[src/exec_settings.svh]
// Execute stage widths, depths, credit counts and opcode classes, included by RTL and testbench
`ifndef EXEC_SETTINGS_SVH
`define EXEC_SETTINGS_SVH

// Datapath
`define EX_WIDTH         16

// Buffering and flow control
`define EX_QUEUE_DEPTH   4       // Also the upstream credit count after reset
`define EX_OUT_DEPTH     4
`define EX_OUT_CREDITS   2       // Downstream credits held after reset

// Operation classes with special result handling
`define AOP_SLBI         5'b10010
`define AOP_LBI          5'b11000
`define AOP_BTR          5'b11001
`define AOP_JAL          5'b00110
`define AOP_JALR         5'b00111

// Upper opcode bits shared by a whole group
`define AOP_BRANCH_HI    3'b011
`define AOP_SET_HI       3'b111

`endif
[src/execPkg.sv]
// Shared execute stage types, referenced by scoped name from each RTL file that needs them
`default_nettype none

`include "exec_settings.svh"

package execPkg;

    typedef logic [`EX_WIDTH-1:0] word_t;   // One data word
    typedef logic [4:0]           aluOp_t;  // Operation class from decode
    typedef logic [2:0]           aluCtl_t; // ALU function select

    // Where a forwarded operand comes from
    typedef enum logic [1:0] {
        FWD_REG     = 2'd0,   // Register file value
        FWD_MEMWB   = 2'd1,   // Write-back ALU result
        FWD_EXMEM   = 2'd2,   // Previous result of this stage
        FWD_MEMDATA = 2'd3    // Write-back memory data
    } fwdSel_t;

    // Decoded operation entering the stage
    typedef struct packed {
        aluOp_t  aluOp;
        aluCtl_t aluCtl;
        logic    aluSrc;      // Immediate as ALU input B
        logic    invA;
        logic    invB;
        logic    cIn;
        logic    sign;
        fwdSel_t fwdA;
        fwdSel_t fwdB;
        word_t   readData1;
        word_t   readData2;
        word_t   immVal;
        word_t   pc;          // Link address, already incremented upstream
    } exOp_t;

    // Result handed on to the memory stage
    typedef struct packed {
        word_t aluRes;
        word_t memWriteData;
        word_t readData1f;    // Forwarded first operand
        logic  zero;
        logic  ltz;
        logic  err;           // ALU overflow or carry
    } exResult_t;

endpackage

`default_nettype wire

[src/execStage.sv]
// Execute stage top level, joins the issue queue, the execution unit and the result buffer
`timescale 1ns/100ps
`default_nettype none

module execStage (
    input  wire logic               clk,
    input  wire logic               rstN,
    input  wire logic               opValid,
    input  wire execPkg::exOp_t     op,
    output logic                    opCredit,
    input  wire execPkg::word_t     memWbAluRes,
    input  wire execPkg::word_t     memWbData,
    output logic                    resValid,
    output execPkg::exResult_t      res,
    input  wire logic               resCredit
);

    logic               headValid;
    execPkg::exOp_t     headOp;
    logic               take;
    logic               space;
    logic               resultValid;
    execPkg::exResult_t result;

    issueQueue uIssueQueue (
        .clk       (clk),
        .rstN      (rstN),
        .opValid   (opValid),
        .op        (op),
        .opCredit  (opCredit),
        .take      (take),
        .headValid (headValid),
        .headOp    (headOp)
    );

    execUnit uExecUnit (
        .clk         (clk),
        .rstN        (rstN),
        .headValid   (headValid),
        .headOp      (headOp),
        .space       (space),       // Back-pressure from the output side
        .memWbAluRes (memWbAluRes),
        .memWbData   (memWbData),
        .take        (take),
        .resultValid (resultValid),
        .result      (result)
    );

    resultBuffer uResultBuffer (
        .clk         (clk),
        .rstN        (rstN),
        .resultValid (resultValid),
        .result      (result),
        .space       (space),
        .resValid    (resValid),
        .res         (res),
        .resCredit   (resCredit)
    );

endmodule

`default_nettype wire

[src/resultBuffer.sv]
// Output side of the execute stage, buffers results and sends them on against downstream credits
`timescale 1ns/100ps
`default_nettype none

`include "exec_settings.svh"

module resultBuffer (
    input  wire logic               clk,
    input  wire logic               rstN,
    input  wire logic               resultValid,
    input  wire execPkg::exResult_t result,
    output logic                    space,
    output logic                    resValid,
    output execPkg::exResult_t      res,
    input  wire logic               resCredit
);

    localparam int outDepth    = `EX_OUT_DEPTH;
    localparam int outCredits  = `EX_OUT_CREDITS;
    localparam int ptrWidth    = $clog2(outDepth);
    localparam int cntWidth    = $clog2(outDepth + 1);
    localparam int creditWidth = $clog2(outCredits + 1);

    execPkg::exResult_t     entries [outDepth];
    logic [ptrWidth-1:0]    wrPtr;
    logic [ptrWidth-1:0]    rdPtr;
    logic [cntWidth-1:0]    count;
    logic [creditWidth-1:0] credits;
    logic                   push;
    logic                   send;

    assign space = (count != cntWidth'(outDepth));
    assign push  = resultValid & space;
    assign send  = (count != '0) && (credits != '0);   // Head leaves once a credit is held

    always_ff @(posedge clk) begin
        if (push) begin
            entries[wrPtr] <= result;
        end
    end

    // Registered output word
    always_ff @(posedge clk) begin
        if (send) begin
            res <= entries[rdPtr];
        end
    end

    always_ff @(posedge clk) begin
        if (!rstN) begin
            wrPtr    <= '0;
            rdPtr    <= '0;
            count    <= '0;
            credits  <= creditWidth'(outCredits);
            resValid <= 1'b0;
        end else begin
            if (push) begin
                wrPtr <= (wrPtr == ptrWidth'(outDepth - 1)) ? '0 : wrPtr + 1'b1;
            end
            if (send) begin
                rdPtr <= (rdPtr == ptrWidth'(outDepth - 1)) ? '0 : rdPtr + 1'b1;
            end
            case ({push, send})
                2'b10:   count <= count + 1'b1;
                2'b01:   count <= count - 1'b1;
                default: count <= count;
            endcase
            // A returned credit and a send in one cycle cancel out
            case ({resCredit, send})
                2'b10:   credits <= credits + 1'b1;
                2'b01:   credits <= credits - 1'b1;
                default: credits <= credits;
            endcase
            resValid <= send;   // One cycle per result
        end
    end

endmodule

`default_nettype wire

[src/execUnit.sv]
// Processing part of the execute stage, runs the head op and keeps the last result for forwarding
`timescale 1ns/100ps
`default_nettype none

`include "exec_settings.svh"

module execUnit (
    input  wire logic           clk,
    input  wire logic           rstN,
    input  wire logic           headValid,
    input  wire execPkg::exOp_t headOp,
    input  wire logic           space,
    input  wire execPkg::word_t memWbAluRes,
    input  wire execPkg::word_t memWbData,
    output logic                take,
    output logic                resultValid,
    output execPkg::exResult_t  result
);

    localparam int width = `EX_WIDTH;

    execPkg::word_t lastRes;
    execPkg::word_t readData1f;
    execPkg::word_t readData2f;
    execPkg::word_t aluInA;
    execPkg::word_t aluInB;
    execPkg::word_t aluOut;
    execPkg::word_t btrVal;
    execPkg::word_t aluRes;
    logic           zero;
    logic           ltz;
    logic           ofl;
    logic           setFlag;
    logic           isSet;
    logic           isBtr;
    logic           isLink;

    // Execute only when the result has somewhere to go
    assign take        = headValid & space;
    assign resultValid = take;

    operandSelect uOperandSelect (
        .op          (headOp),
        .lastRes     (lastRes),
        .memWbAluRes (memWbAluRes),
        .memWbData   (memWbData),
        .readData1f  (readData1f),
        .readData2f  (readData2f),
        .aluInA      (aluInA),
        .aluInB      (aluInB)
    );

    alu uAlu (
        .inA    (aluInA),
        .inB    (aluInB),
        .aluCtl (headOp.aluCtl),
        .invA   (headOp.invA),
        .invB   (headOp.invB),
        .cIn    (headOp.cIn),
        .sign   (headOp.sign),
        .out    (aluOut),
        .zero   (zero),
        .ltz    (ltz),
        .ofl    (ofl)
    );

    assign isSet  = (headOp.aluOp[4:2] == `AOP_SET_HI);
    assign isBtr  = (headOp.aluOp == `AOP_BTR);
    assign isLink = (headOp.aluOp == `AOP_JAL) || (headOp.aluOp == `AOP_JALR);

    // seq, slt, sle, sco
    always_comb begin
        case (headOp.aluOp[1:0])
            2'b00:   setFlag = zero;
            2'b01:   setFlag = ltz;
            2'b10:   setFlag = zero | ltz;
            default: setFlag = ofl;
        endcase
    end

    always_comb begin
        for (int i = 0; i < width; i++) begin
            btrVal[i] = readData1f[width-1-i];   // Bit reverse
        end
    end

    always_comb begin
        if (isLink) begin
            aluRes = headOp.pc;
        end else if (isBtr) begin
            aluRes = btrVal;
        end else if (isSet) begin
            aluRes = {{(width-1){1'b0}}, setFlag};
        end else begin
            aluRes = aluOut;
        end
    end

    always_comb begin
        result.aluRes       = aluRes;
        result.memWriteData = readData2f;   // Store data path
        result.readData1f   = readData1f;
        result.zero         = zero;
        result.ltz          = ltz;
        result.err          = ofl;
    end

    // Source for FWD_EXMEM on the next op
    always_ff @(posedge clk) begin
        if (!rstN) begin
            lastRes <= '0;
        end else if (take) begin
            lastRes <= aluRes;
        end
    end

endmodule

`default_nettype wire

[src/alu.sv]
// 16-bit shift, rotate, add and logic unit with zero, sign and overflow flags
`timescale 1ns/100ps
`default_nettype none

`include "exec_settings.svh"

module alu (
    input  wire execPkg::word_t   inA,
    input  wire execPkg::word_t   inB,
    input  wire execPkg::aluCtl_t aluCtl,
    input  wire logic             invA,
    input  wire logic             invB,
    input  wire logic             cIn,
    input  wire logic             sign,
    output execPkg::word_t        out,
    output logic                  zero,
    output logic                  ltz,
    output logic                  ofl
);

    localparam int width   = `EX_WIDTH;
    localparam int shWidth = $clog2(width);

    execPkg::word_t     a;
    execPkg::word_t     b;
    logic [shWidth-1:0] shAmt;
    logic [width:0]     sum;
    logic [2*width-1:0] rolTmp;
    logic [2*width-1:0] rorTmp;
    logic               isAdd;
    logic               carry;
    logic               sOfl;

    assign a     = invA ? ~inA : inA;
    assign b     = invB ? ~inB : inB;
    assign shAmt = b[shWidth-1:0];     // Low bits of input 2

    // Adder with carry in and one extra bit for carry out
    assign sum   = {1'b0, a} + {1'b0, b} + {{width{1'b0}}, cIn};
    assign carry = sum[width];
    assign sOfl  = (a[width-1] == b[width-1]) && (sum[width-1] != a[width-1]);

    // Rotates through a doubled word
    assign rolTmp = {a, a} << shAmt;
    assign rorTmp = {a, a} >> shAmt;

    assign isAdd = (aluCtl == 3'd4);

    always_comb begin
        case (aluCtl)
            3'd0:    out = rolTmp[2*width-1:width];   // Rotate left
            3'd1:    out = a << shAmt;
            3'd2:    out = rorTmp[width-1:0];         // Rotate right
            3'd3:    out = a >> shAmt;                // Logical
            3'd4:    out = sum[width-1:0];
            3'd5:    out = a & b;
            3'd6:    out = a | b;
            default: out = a ^ b;
        endcase
    end

    assign zero = (out == '0);

    // Signed add gives the true sign even on overflow
    // Unsigned subtract flags a borrow as no carry out
    always_comb begin
        if (isAdd) begin
            ltz = sign ? (sum[width-1] ^ sOfl) : ((invA | invB) & ~carry);
            ofl = sign ? sOfl : carry;
        end else begin
            ltz = sign & out[width-1];
            ofl = 1'b0;
        end
    end

endmodule

`default_nettype wire

[src/operandSelect.sv]
// Operand forwarding and ALU input selection for the execute stage, purely combinational
`timescale 1ns/100ps
`default_nettype none

`include "exec_settings.svh"

module operandSelect (
    input  wire execPkg::exOp_t op,
    input  wire execPkg::word_t lastRes,
    input  wire execPkg::word_t memWbAluRes,
    input  wire execPkg::word_t memWbData,
    output execPkg::word_t      readData1f,
    output execPkg::word_t      readData2f,
    output execPkg::word_t      aluInA,
    output execPkg::word_t      aluInB
);

    execPkg::word_t srcB;
    logic           isSlbi;
    logic           isLbi;
    logic           isBranch;

    // Same four-way source choice for both operands
    function automatic execPkg::word_t fwdMux(input execPkg::fwdSel_t sel,
                                              input execPkg::word_t  regVal,
                                              input execPkg::word_t  exMem,
                                              input execPkg::word_t  wbAlu,
                                              input execPkg::word_t  wbMem);
        case (sel)
            execPkg::FWD_MEMWB:   return wbAlu;
            execPkg::FWD_EXMEM:   return exMem;
            execPkg::FWD_MEMDATA: return wbMem;
            default:              return regVal;
        endcase
    endfunction

    assign readData1f = fwdMux(op.fwdA, op.readData1, lastRes, memWbAluRes, memWbData);
    assign readData2f = fwdMux(op.fwdB, op.readData2, lastRes, memWbAluRes, memWbData);

    assign isSlbi   = (op.aluOp == `AOP_SLBI);
    assign isLbi    = (op.aluOp == `AOP_LBI);
    assign isBranch = (op.aluOp[4:2] == `AOP_BRANCH_HI);

    // Input A, lbi passes the immediate through an OR against zero
    always_comb begin
        if (isLbi) begin
            aluInA = '0;
        end else if (isSlbi) begin
            aluInA = readData1f << 8;    // Old low byte moves up
        end else begin
            aluInA = readData1f;
        end
    end

    // Branches test readData1f alone against zero
    assign srcB   = op.aluSrc ? op.immVal : readData2f;
    assign aluInB = isBranch ? '0 : srcB;

endmodule

`default_nettype wire

[src/issueQueue.sv]
// Input side of the execute stage, queues decoded operations and returns one credit per pop
`timescale 1ns/100ps
`default_nettype none

`include "exec_settings.svh"

module issueQueue (
    input  wire logic           clk,
    input  wire logic           rstN,
    input  wire logic           opValid,
    input  wire execPkg::exOp_t op,
    output logic                opCredit,
    input  wire logic           take,
    output logic                headValid,
    output execPkg::exOp_t      headOp
);

    localparam int queueDepth = `EX_QUEUE_DEPTH;
    localparam int ptrWidth   = $clog2(queueDepth);
    localparam int cntWidth   = $clog2(queueDepth + 1);

    execPkg::exOp_t      entries [queueDepth];
    logic [ptrWidth-1:0] wrPtr;
    logic [ptrWidth-1:0] rdPtr;
    logic [cntWidth-1:0] count;
    logic                push;
    logic                pop;

    // Upstream only sends against a credit, so a free entry always exists
    assign push = opValid;
    assign pop  = take & headValid;

    // Operation storage
    always_ff @(posedge clk) begin
        if (push) begin
            entries[wrPtr] <= op;
        end
    end

    always_ff @(posedge clk) begin
        if (!rstN) begin
            wrPtr    <= '0;
            rdPtr    <= '0;
            count    <= '0;
            opCredit <= 1'b0;
        end else begin
            if (push) begin
                wrPtr <= (wrPtr == ptrWidth'(queueDepth - 1)) ? '0 : wrPtr + 1'b1;
            end
            if (pop) begin
                rdPtr <= (rdPtr == ptrWidth'(queueDepth - 1)) ? '0 : rdPtr + 1'b1;
            end
            case ({push, pop})
                2'b10:   count <= count + 1'b1;
                2'b01:   count <= count - 1'b1;
                default: count <= count;   // Idle, or push and pop together
            endcase
            opCredit <= pop;               // One pulse per released entry
        end
    end

    // Head is visible the cycle after it is written
    assign headValid = (count != '0);
    assign headOp    = entries[rdPtr];

endmodule

`default_nettype wire

[config.mk]
export PLATFORM = sky130hd
export DESIGN_NAME = execStage
export DESIGN_NICKNAME = d
export VERILOG_FILES = /design/src/execPkg.sv /design/src/execStage.sv /design/src/resultBuffer.sv /design/src/execUnit.sv /design/src/alu.sv /design/src/operandSelect.sv /design/src/issueQueue.sv
export VERILOG_INCLUDE_DIRS = /design/src
export SDC_FILE = /design/constraint.sdc
export NUM_CORES = 1
export LEC_CHECK = 0
export BUFFER_PORTS_ARGS = -buffer_cell sky130_fd_sc_hd__buf_2
export CAP_MARGIN = 20
export CELL_PAD_IN_SITES_DETAIL_PLACEMENT = 1
export CELL_PAD_IN_SITES_GLOBAL_PLACEMENT = 2
export CORE_AREA = 2 2 249 251
export CTS_CLUSTER_DIAMETER = 150
export DETAILED_ROUTE_END_ITERATION = 10
export DIE_AREA = 0 0 251 253
export PLACE_DENSITY = 0.88
export SYNTH_ARGS = -nofsm -noshare
export SYNTH_HDL_FRONTEND = slang
export SYNTH_SLANG_ARGS = --single-unit
[constraint.sdc]
create_clock -name clk -period 12.37 [get_ports clk]
set_input_delay 3.711 -clock clk [delete_from_list [all_inputs] [get_ports clk]]
set_output_delay 3.711 -clock clk [all_outputs]
set_load 0.005 [all_outputs]
== Yosys cells after proc, flatten, opt, wreduce, memory -nomap -nowiden ==
Memories as Yosys holds them, arrays and structs flattened. A register that Yosys moved wholly into a read port is not among the register bits.
Cells that the tools add are included.
Operators by class
  $add $sub $neg: 12
  eq/ne operators: 34
  shifts and indexed selects: 4
  mux-type cells: 30
  bitwise logic cells: 14
  reduce and logical (&&, ||, !) cells: 12
Operators by type and width (number)
  2-to-1 mux 16 bit: 9
  case mux 16 bit (7 select lines): 1
  case mux 16 bit (3 select lines): 2
  inverter 16 bit: 2
  << shifter 32 x 4 -> 32 bit: 1
  >> shifter 32 x 4 -> 16 bit: 1
  equality test 2 bit (second input constant): 12
  adder 16 x 16 -> 17 bit: 1
  adder 17 x 1 -> 17 bit: 1
  bitwise AND 16 bit: 1
  zero test 16 bit: 1
  OR 16 bit: 1
  << shifter 16 x 4 -> 16 bit: 1
  >> shifter 16 x 4 -> 16 bit: 1
  XOR 16 bit: 1
  equality test 5 bit (second input constant): 3
  equality test 2 x 1 -> 1 bit (second input constant): 6
  equality test 3 bit (second input constant): 4
  2-to-1 mux 2 bit: 6
  case mux 3 bit (2 select lines): 2
  adder 2 x 1 -> 2 bit (second input constant): 5
  equality test 5 x 3 -> 1 bit (second input constant): 2
  equality test 3 x 2 -> 1 bit (second input constant): 3
  2-to-1 mux 1 bit: 8
  other kinds (19): 31
Storage, ports and cells
  bits in registers: 34
  bits in writable memories: 528
  bits of input ports: 117
  output and inout port bits: 53
  logic and storage cells: 118
  memories: 2
Memories
  uIssueQueue.entries: depth 4, bits a word 81, rd ports 1, clocked after Yosys merged registers in 1, wr ports 1, line issueQueue.sv:22  | execPkg::exOp_t entries [queueDepth];
  uResultBuffer.entries: depth 4, bits a word 51, rd ports 1, clocked after Yosys merged registers in 1, wr ports 1, line resultBuffer.sv:24  | execPkg::exResult_t entries [outDepth];

== Depth between registers and ports, before layout ==
Gate-level depths: netlist of run 1.
  word-level depth: 18
  gate-level depth with buffers: 35
  mapped depth without buffers: 28

== Cells and area by module ==
A second synthesis of run 1 with hierarchy kept.
Unflattened totals
  cells, all modules: 1803
  area total of the unflattened synthesis: 28596.2 um^2
By module, submodules not included
  issueQueue: instances 1, cells an instance 475, area each 12245.5 um^2
  resultBuffer: instances 1, cells an instance 382, area each 9447.8 um^2
  alu: instances 1, cells an instance 715, area each 4628.2 um^2
  operandSelect: instances 1, cells an instance 99, area each 1211.2 um^2
  execUnit: instances 1, cells an instance 132, area each 1063.5 um^2

== Worst setup path before layout of run 1 ==
No wires, ideal clock.
  path type: input -> register
  start point: in memWbAluRes[0]
  end point: mem uResultBuffer.entries[0][35] (netlist bit), data pin
  data arrival time: 9247 ps
  slack: 2936 ps
  stages: 30
  path buffers: 4
  cell sequence: a21oi_1 a22oi_2 mux2i_2 nand2_2 buf_4 buf_6 buf_6 buf_4 fa_1 a21o_1 a21oi_1 o21ai_0 a21oi_1 o21bai_1 a221o_1 a31o_2 a31o_2 a21oi_1 nor2b_1 nor2_1 fa_1 mux2i_1 o221ai_1 o31a_1 nand4_1 a221oi_1 nand4_1 nor4_2 nand3_1 a31oi_1
RTL lines
  start, declared: line execStage.sv:11  | input wire execPkg::word_t memWbAluRes,
  end, declared: line resultBuffer.sv:24

==> results of run 1 <==
==> worst min-delay path by stage <==
stage / from / endpoint / slack, ns
after floorplan: uExecUnit.lastRes[10]$_SDFFE_PN0P_ / uExecUnit.lastRes[10]$_SDFFE_PN0P_ / 0.45
after detailed placement: uExecUnit.lastRes[9]$_SDFFE_PN0P_ / uExecUnit.lastRes[9]$_SDFFE_PN0P_ / 0.48
final: uExecUnit.lastRes[9]$_SDFFE_PN0P_ / uExecUnit.lastRes[9]$_SDFFE_PN0P_ / 0.49
after CTS: uExecUnit.lastRes[8]$_SDFFE_PN0P_ / uExecUnit.lastRes[8]$_SDFFE_PN0P_ / 0.49
after global routing: uExecUnit.lastRes[9]$_SDFFE_PN0P_ / uExecUnit.lastRes[9]$_SDFFE_PN0P_ / 0.52
after global placement: uIssueQueue.rdPtr[1]$_SDFFE_PN0P_ / register / 0.45
==> Yosys cell counts (27+ instances only) <==
cell type	instances	share of area (%)
dfxtp_1	36	2.5
inv_1	52	0.68
nand3_1	35	0.61
buf_2	41	0.71
ha_1	46	2.0
nand2_1	107	1.4
o21ai_0	46	0.80
a21oi_1	112	1.9
clkbuf_1	43	0.56
nor2_1	94	1.2
nand2b_1	27	0.59
edfxtp_1	579	60
mux2i_1	63	2.2
mux4_2	141	11
==> flip-flops by register name, indices dropped and copies added (netlist names), 3 cells and up, named ones only <==
register and flops:
uExecUnit.lastRes 16, uIssueQueue.count 3, uIssueQueue.entries 324, uResultBuffer.count 3, uResultBuffer.entries 204, uResultBuffer.res 51
==> per-layer routing <==
layer	wire (um)	track usage, %
met3	6100	4.81
met2	45100	48.5
met4	3400	10.5
met5	27	0
met1	39000	40.3
==> worst max-delay path: stages <==
cell,delay (ns)
buf_2,0.11
a21oi_2,0.05
a22oi_2,0.61
mux2i_4,0.68
nand2_4,0.48
ha_1,0.45
a21o_1,0.19
a21oi_1,0.22
o21ai_0,0.12
a21oi_1,0.23
o21bai_1,0.13
a221o_1,0.38
a31o_2,0.29
a31o_2,0.27
a21oi_1,0.21
nor2b_1,0.09
nor2_1,0.15
fa_1,0.23
mux2i_1,0.08
o221ai_1,0.23
o31a_1,0.18
nand4_1,0.15
a221oi_1,0.32
nand4_1,0.15
nor4_2,0.33
nand3_1,0.18
a31oi_1,0.43
==> stage by stage <==
step           hold slack (ns)  utilization, %
6_report                 0.490            53.4
5_1_grt                  0.523            53.4
4_1_cts                  0.485            53.3
3_5_place_dp             0.476            49.9
3_3_place_gp             0.455            49.9
2_1_floorplan            0.446               -
==> final cells by class <==
cell class	instances	area (um2)	area share (%)
well taps	790	988	3.03
multi-input cells	1098	9910	30.4
clock buffers	80	1680	5.15
inverters	59	224	0.687
diodes	12	30.0	0.0922
clock inverters	34	427	1.31
flip-flops and latches	615	18100	55.6
repair buffers	215	1200	3.69
==> logic make-up (layout without fill, tap and decap cells) <==
logic type | count (synthesis) | in the layout | share of synthesized area (%)
AOI/OAI and AO/OA | 422 | 422 | 10.6
xor gates and xnor gates | 38 | 38 | 1.18
adders and majority gates | 51 | 51 | 2.34
buffers and inverters | 177 | 388 | 2.90
DFF | 615 | 615 | 62.8
muxes | 219 | 219 | 13.9
other | 0 | 12 | 0
and+or+nand+nor | 368 | 368 | 6.28
==> results.cfg, run 1 <==
[logic_synthesis]
ys_warn_count = 0
synth_edf_count = 579
syn-cell-area_mm2 = 0.0288
yosysUniqueCellTypes = 101
synthCells = 1890
async_flop_share_pct = 0
ys_ff_latch = 615
syn_avg_cell_area_um2 = 15.2
mappedNetlistNets = 2058
synth_ff_type = edfxtp_1
ys_seq_area_share_pct = 62.8

[cts]
cts_hold_buf = 0
h-tree-depth = 2
clockBufferDepth = 3
clk_latency_ns = 0.64
post_cts_buffers = 0
cts.sinks = 615
cts_resized = 0
cts_made_buffers = 60
cts_tree = built
path_clk_slew_ns = 0.06
cts_root_buffer = clkbuf_16

[floorplanning]
die_width_um = 251
io_pins = 170
rows = 91
start_util_pct = 47.2
core_area_mm2 = 0.0610
die_height_um = 253
die-area_mm2 = 0.0635

[routing]
routed_wl_um = 93600
avgRoutedWirePerCell_um = 32.3
drtIter0Drc = 1945
avgViaCountPerCell = 6.46
route.detailed.drc = 0
drtPass1Iterations = 5
ant_nets = 0
vias = 18700

[timing]
rsz0062_at_grt = no
fin_ws_ns = 2.04
setup_violations = 0
max_freq_ghz = 0.0968
skew_ns = 0.0408
tightest_slew_ns = 1.13
hold_viol_final = 0
maxSlewHeadroom_pct = 24.8
fin_crit_sh_pct = 83.5
final_max_slew_viol_count = 0
period_needed_ns = 10.33
finalSetupTns_ns = 0

[placement]
post-dp-hpwl_um = 64800
post-place-ws_ns = 1.70
place.gp.congestion = 0.966
place_area_mm2 = 0.0304
io_buffers = 169
dpl.cell_count = 2777

[global_route]
grt_usage_pct = 29.6
antenna_found_initial = 14
grt_max_degree = 83
grt_overflow = 0
grt_pass1_wl_um = 136000
grt_pass1_vias = 19600

[finish]
fin_area_mm2 = 0.0326
final_cell_mix = edfxtp_1, buf_2, mux4_2
layout.nets = 2217
layout_commonest_cell = edfxtp_1
fin_cells = 2903
fillerInstances = 5840
drive_gt1_share_pct = 25.3
area_growth_pct = 13.1

[setup_path]
endpoint_kind = register
critPathLaunch = memWbAluRes[1]
criticalPathCategory = input pin to register
worstPathMaxFanout = 34
worstSetupStartpointType = input pin
r2r_slack_ns = 3.43
worstPathArrival_ns = 10.68
worstRegToRegCells = 29
endpoint = uResultBuffer.entries[0][35]$_DFFE_PP_
worstReg2RegEnd = uResultBuffer.entries[0][35]$_DFFE_PP_
worstPathRequired_ns = 12.73

[run]
drv_cap = 0

[hold_path]
hold_path_class = register to register
holdPathStages = 2

[run_status]
status = completed
Power of run 1 is left out: the tool's default activity adds up to more than one toggle a clock period on the data nets, which glitch-free logic cannot reach.
==> inputs of run 2 (changes only) <==
--- a/config.mk
+++ b/config.mk
@@ -10,11 +10,11 @@
 export CAP_MARGIN = 20
 export CELL_PAD_IN_SITES_DETAIL_PLACEMENT = 1
 export CELL_PAD_IN_SITES_GLOBAL_PLACEMENT = 2
-export CORE_AREA = 2 2 249 251
+export CORE_AREA = 2 2 269 271
 export CTS_CLUSTER_DIAMETER = 150
 export DETAILED_ROUTE_END_ITERATION = 10
-export DIE_AREA = 0 0 251 253
-export PLACE_DENSITY = 0.88
+export DIE_AREA = 0 0 271 273
+export PLACE_DENSITY = 0.8
 export SYNTH_ARGS = -nofsm -noshare
 export SYNTH_HDL_FRONTEND = slang
 export SYNTH_SLANG_ARGS = --single-unit
==> constraint.sdc (replaced) <==
create_clock -name clk -period 8.3 [get_ports clk]
set_input_delay 2.49 -clock clk [delete_from_list [all_inputs] [get_ports clk]]
set_output_delay 2.49 -clock clk [all_outputs]
set_load 0.005 [all_outputs]
==> run 2 against run 1 <==
Critical path type unchanged. Sequential cell count unchanged. Global-route usage decreased by 4.1 points. Sequential share of layout area decreased by 0.77 points. Highest routed layer unchanged. Register-to-register slack got worse by 2.6 ns. Cell count increased by 7.2%. Non-clock buffer count increased by 56. Routed wire length increased by 1.4%. Utilization decreased by 6.9 points. Die area increased by 17%.
==> results.cfg, run 2 (synthesis gave the netlist of run 1 again) <==
[run_status]
status = completed

[floorplanning]
die-area_mm2 = 0.0740
rows = 98
die_width_um = 271
start_util_pct = 40.6
core_area_mm2 = 0.0710
die_height_um = 273
io_pins = 170

[placement]
post-dp-hpwl_um = 68600
place.gp.congestion = 0.956
post-place-ws_ns = 0.123
io_buffers = 169

[timing]
finalSetupTns_ns = 0
final_max_slew_viol_count = 0
fin_crit_sh_pct = 92.2
hold_viol_final = 0
tightest_slew_ns = 1.02
fin_ws_ns = 0.650
maxSlewHeadroom_pct = 31.8
rsz0062_at_grt = no
setup_violations = 0
max_freq_ghz = 0.131
skew_ns = 0.0186
period_needed_ns = 7.65

[routing]
ant_nets = 0
avgViaCountPerCell = 6.02
avgRoutedWirePerCell_um = 30.5
route.detailed.drc = 0
drtIter0Drc = 1802
routed_wl_um = 94900
vias = 18700
drtPass1Iterations = 5

[finish]
largest_reg_flops = 324
regMostFlops = uIssueQueue.entries
area_growth_pct = 14.6
layout_commonest_cell = edfxtp_1
drive_gt1_share_pct = 26.8
fillerInstances = 7009
final_cell_mix = edfxtp_1, buf_2, mux4_2
largestRegisters = uIssueQueue.entries x324, uResultBuffer.entries x204, uResultBuffer.res x51
layout.nets = 2272

[global_route]
grt_overflow = 0
antenna_found_initial = 12
grt_max_degree = 55
globalRouteMet3Util_pct = 3.37
grt_use_met1_pct = 35.2
grt_usage_pct = 25.5
grt_pass1_vias = 19500
grt_use_met2_pct = 40.9
grt-busiest-layer = met2
grt_pass1_wl_um = 138000

[hold_path]
hp-start = uExecUnit.lastRes[10]$_SDFFE_PN0P_
hold_path_class = register to register
min_to = uExecUnit.lastRes[10]$_SDFFE_PN0P_
holdPathStages = 2

[cts]
cts_made_buffers = 59
path_clk_slew_ns = 0.06
cts_resized = 0
clk_latency_ns = 0.61
cts_hold_buf = 0
cts_tree = built
post_cts_buffers = 0
cts.sinks = 615
clockBufferDepth = 3
h-tree-depth = 2
cts_root_buffer = clkbuf_16

[setup_path]
criticalPathCategory = input pin to register
endpoint_kind = register
worstPathMaxFanout = 4
worstReg2RegEnd = uResultBuffer.entries[0][35]$_DFFE_PP_
worstPathArrival_ns = 8.05
worstRegToRegCells = 28
worstPathRequired_ns = 8.70
r2r_slack_ns = 0.79
worstSetupStartpointType = input pin

[run]
drv_cap = 0
## run 2: worst max path at each step
stage / startpoint / end / slack [ns] / depth (start not counted)
after floorplan: memWbAluRes[0] / uResultBuffer.entries[0][35]$_DFFE_PP_ / 0.09 / 30
after global placement: memWbAluRes[1] / uResultBuffer.entries[0][35]$_DFFE_PP_ / 0.25 / 28
after detailed placement: memWbAluRes[1] / uResultBuffer.entries[0][35]$_DFFE_PP_ / 0.12 / 28
after CTS: memWbAluRes[1] / uResultBuffer.entries[3][35]$_DFFE_PP_ / 0.75 / 28
after global routing: register / uResultBuffer.entries[0][35]$_DFFE_PP_ / 0.21 / 28
final: memWbAluRes[1] / uResultBuffer.entries[0][35]$_DFFE_PP_ / 0.65 / 28
## run 2: through the flow
step	std cells	hold WS, ns	util, %	area, um2
2_1_floorplan	1890	0.446	-	28800
3_3_place_gp	2991	0.460	43.8	31100
3_5_place_dp	2991	0.473	43.8	31100
4_1_cts	3100	0.485	46.5	33000
5_1_grt	3108	0.509	46.5	33000
6_report	3111	0.491	46.5	33000
## run 2: critical path, cell delays in order
cell and delay (ns):
buf_2 0.10, a21oi_1 0.07, a22o_1 0.36, inv_2 0.09
a21oi_1 0.08, or2_1 0.29, ha_1 0.30, a21o_1 0.19
a21oi_1 0.22, o21ai_0 0.11, a21oi_1 0.21, o21bai_1 0.12
a221o_1 0.35, a31o_2 0.26, a31o_2 0.27, a21oi_1 0.18
nor2b_1 0.08, nor2_1 0.16, fa_1 0.21, mux2i_1 0.08
o221ai_1 0.26, o31a_1 0.19, nand4_1 0.11, a221oi_1 0.29
nand4_1 0.15, nor4_2 0.36, nand3_1 0.15, a31oi_1 0.33
## run 2: routing by layer
layer / wire length, um / vias to the layer above
li1: - / 8015
met1: 40800 / 9827
met2: 44600 / 711
met3: 5550 / 161
met4: 3910 / 4
met5: 23 / -
## run 2: final cells by class
cell class | instances | area, um2 | area share (%)
multi-input combinational | 1098 | 9910 | 30.0
tap | 950 | 1190 | 3.60
clock inverter | 36 | 348 | 1.05
inverter | 59 | 224 | 0.678
timing repair buffer | 271 | 1650 | 5.01
sequential | 615 | 18100 | 54.8
antenna | 9 | 22.5 | 0.0682
clock buffer | 73 | 1570 | 4.76
Power of run 2 is left out for the same reason.
==> inputs of run 3 (changes only) <==
--- a/config.mk
+++ b/config.mk
@@ -11,10 +11,11 @@
 export CELL_PAD_IN_SITES_DETAIL_PLACEMENT = 1
 export CELL_PAD_IN_SITES_GLOBAL_PLACEMENT = 2
 export CORE_AREA = 2 2 269 271
+export CTS_BUF_LIST = sky130_fd_sc_hd__clkbuf_16
 export CTS_CLUSTER_DIAMETER = 150
 export DETAILED_ROUTE_END_ITERATION = 10
 export DIE_AREA = 0 0 271 273
-export PLACE_DENSITY = 0.8
+export PLACE_DENSITY_LB_ADDON = 0.05
 export SYNTH_ARGS = -nofsm -noshare
 export SYNTH_HDL_FRONTEND = slang
 export SYNTH_SLANG_ARGS = --single-unit
==> run 3 against run 2 <==
Utilization rose by 0.21 points. Register-to-register slack lost 0.19 ns. Worst hold slack got worse by 0.015 ns. Critical endpoint unchanged.
==> results.cfg, run 3 (synthesis gave the netlist of run 1 again) <==
[finish]
largestRegisters = uIssueQueue.entries x324, uResultBuffer.entries x204, uResultBuffer.res x51
fin_cells = 3098
layout_commonest_cell = edfxtp_1
regMostFlops = uIssueQueue.entries
fillerInstances = 6949
largest_reg_flops = 324
drive_gt1_share_pct = 26.5
final_cell_mix = edfxtp_1, buf_2, mux4_2
layout.nets = 2262
area_growth_pct = 15.2

[global_route]
grt_max_degree = 62
grt_overflow = 0
grt_pass1_wl_um = 140000
antenna_found_initial = 12
grt_pass1_vias = 19000
grt_usage_pct = 26.4

[cts]
cts_hold_buf = 0
cts_resized = 0
clockBufferDepth = 3
clk_latency_ns = 0.63
cts_made_buffers = 69
h-tree-depth = 3
cts.sinks = 615
post_cts_buffers = 0
cts_root_buffer = clkbuf_16
path_clk_slew_ns = 0.06
cts_tree = built

[setup_path]
worstPathMaxFanout = 4
endpoint_kind = register
slowest_delay_ns = 0.44
worstSetupStartpointType = input pin
worst_path_max_delay_cell = fa_1
worstPathRequired_ns = 8.69
crit_path_frequent_cell = a21oi_1
worstPathArrival_ns = 8.19
criticalPathCategory = input pin to register

[timing]
setup_violations = 0
period_needed_ns = 7.81
max_freq_ghz = 0.128
final_max_slew_viol_count = 0
hold-worst-slack_ns = 0.476
skew_ns = 0.0407
tightest_slew_ns = 1.04
maxSlewHeadroom_pct = 30.4
rsz0062_at_grt = no
hold_viol_final = 0
fin_crit_sh_pct = 94.1

[floorplanning]
die_height_um = 273
start_util_pct = 40.6
die-area_mm2 = 0.0740
core_area_mm2 = 0.0710
die_width_um = 271
rows = 98
io_pins = 170

[routing]
avgRoutedWirePerCell_um = 31.5
drtIter0Drc = 1791
drtPass1Iterations = 5
route.detailed.drc = 0
ant_nets = 0
vias = 18300
routed_wl_um = 97700
avgViaCountPerCell = 5.92

[run]
drv_cap = 0

[placement]
post-dp-hpwl_um = 71300
place.gp.congestion = 0.962
dpl.cell_count = 2973
io_buffers = 169

[run_status]
status = completed

[hold_path]
hold_path_class = register to register
run 3: cell types whose count changed in the layout (fill, tap and decap cells not counted), moves of 2 or more:
| cell | delta |
|---|---|
| clkbuf_16 | +10 |
| and2_4 | +4 |
| clkinv_2 | -2 |
| buf_4 | -17 |
| diode_2 | -7 |
| clkinv_1 | -2 |
| and2_2 | -4 |
| clkbuf_1 | -12 |
| inv_1 | +17 |
| clkinv_16 | +4 |
run 3: final timing paths:
| kind | startpoint | endpoint | slack [ns] | depth (start not counted) |
|---|---|---|---|---|
| setup / recovery | memWbAluRes[0] | uResultBuffer.entries[0][35]$_DFFE_PP_ | 0.49 | 27 |
| hold / removal | uIssueQueue.rdPtr[1]$_SDFFE_PN0P_ | register | 0.48 | 2 |
| setup reg to reg | register | uResultBuffer.entries[0][35]$_DFFE_PP_ | 0.60 | 27 |
| hold reg to reg | uIssueQueue.rdPtr[1]$_SDFFE_PN0P_ | register | 0.48 | 2 |
run 3: area by class of cell:
class,instances,area (um2),area share (%)
Antenna cell,2,5.00,0.0151
Tap cell,950,1190,3.58
Multi-Input combinational cell,1098,9920,29.9
Clock buffer,71,1780,5.35
Timing Repair Buffer,251,1470,4.44
Inverter,59,224,0.675
Clock inverter,52,477,1.44
Sequential cell,615,18100,54.6
run 3: worst max-delay path: cells and delay by family:
| kind | cells | cell delay [ns] |
|---|---|---|
| AND/OR/NAND/NOR | 7 | 1.13 |
| AO/OA/AOI/OAI | 15 | 3.42 |
| multiplexers | 2 | 0.38 |
| buffers and inverters | 1 | 0.09 |
| adder cells (fa/ha/maj) | 2 | 0.67 |
run 3: layer usage:
| layer | track usage, % | wire length [um] |
|---|---|---|
| met5 | 0 | 74 |
| met1 | 37.6 | 43600 |
| met3 | 3.85 | 5420 |
| met2 | 43.0 | 46400 |
| met4 | 6.19 | 2150 |
run 3: through the flow:
step | setup slack (ns) | util (%) | area [um2] | setup TNS [ns]
final | 0.494 | 46.8 | 33200 | 0
after global routing | 0.0453 | 46.7 | 33200 | 0
after CTS | 0.502 | 46.7 | 33200 | 0
after detailed placement | -0.123 | 43.6 | 30900 | -0.491
after global placement | 0.0640 | 43.6 | 30900 | 0
after floorplan | 0.0869 | - | 28800 | 0
Power of run 3 is left out for the same reason.
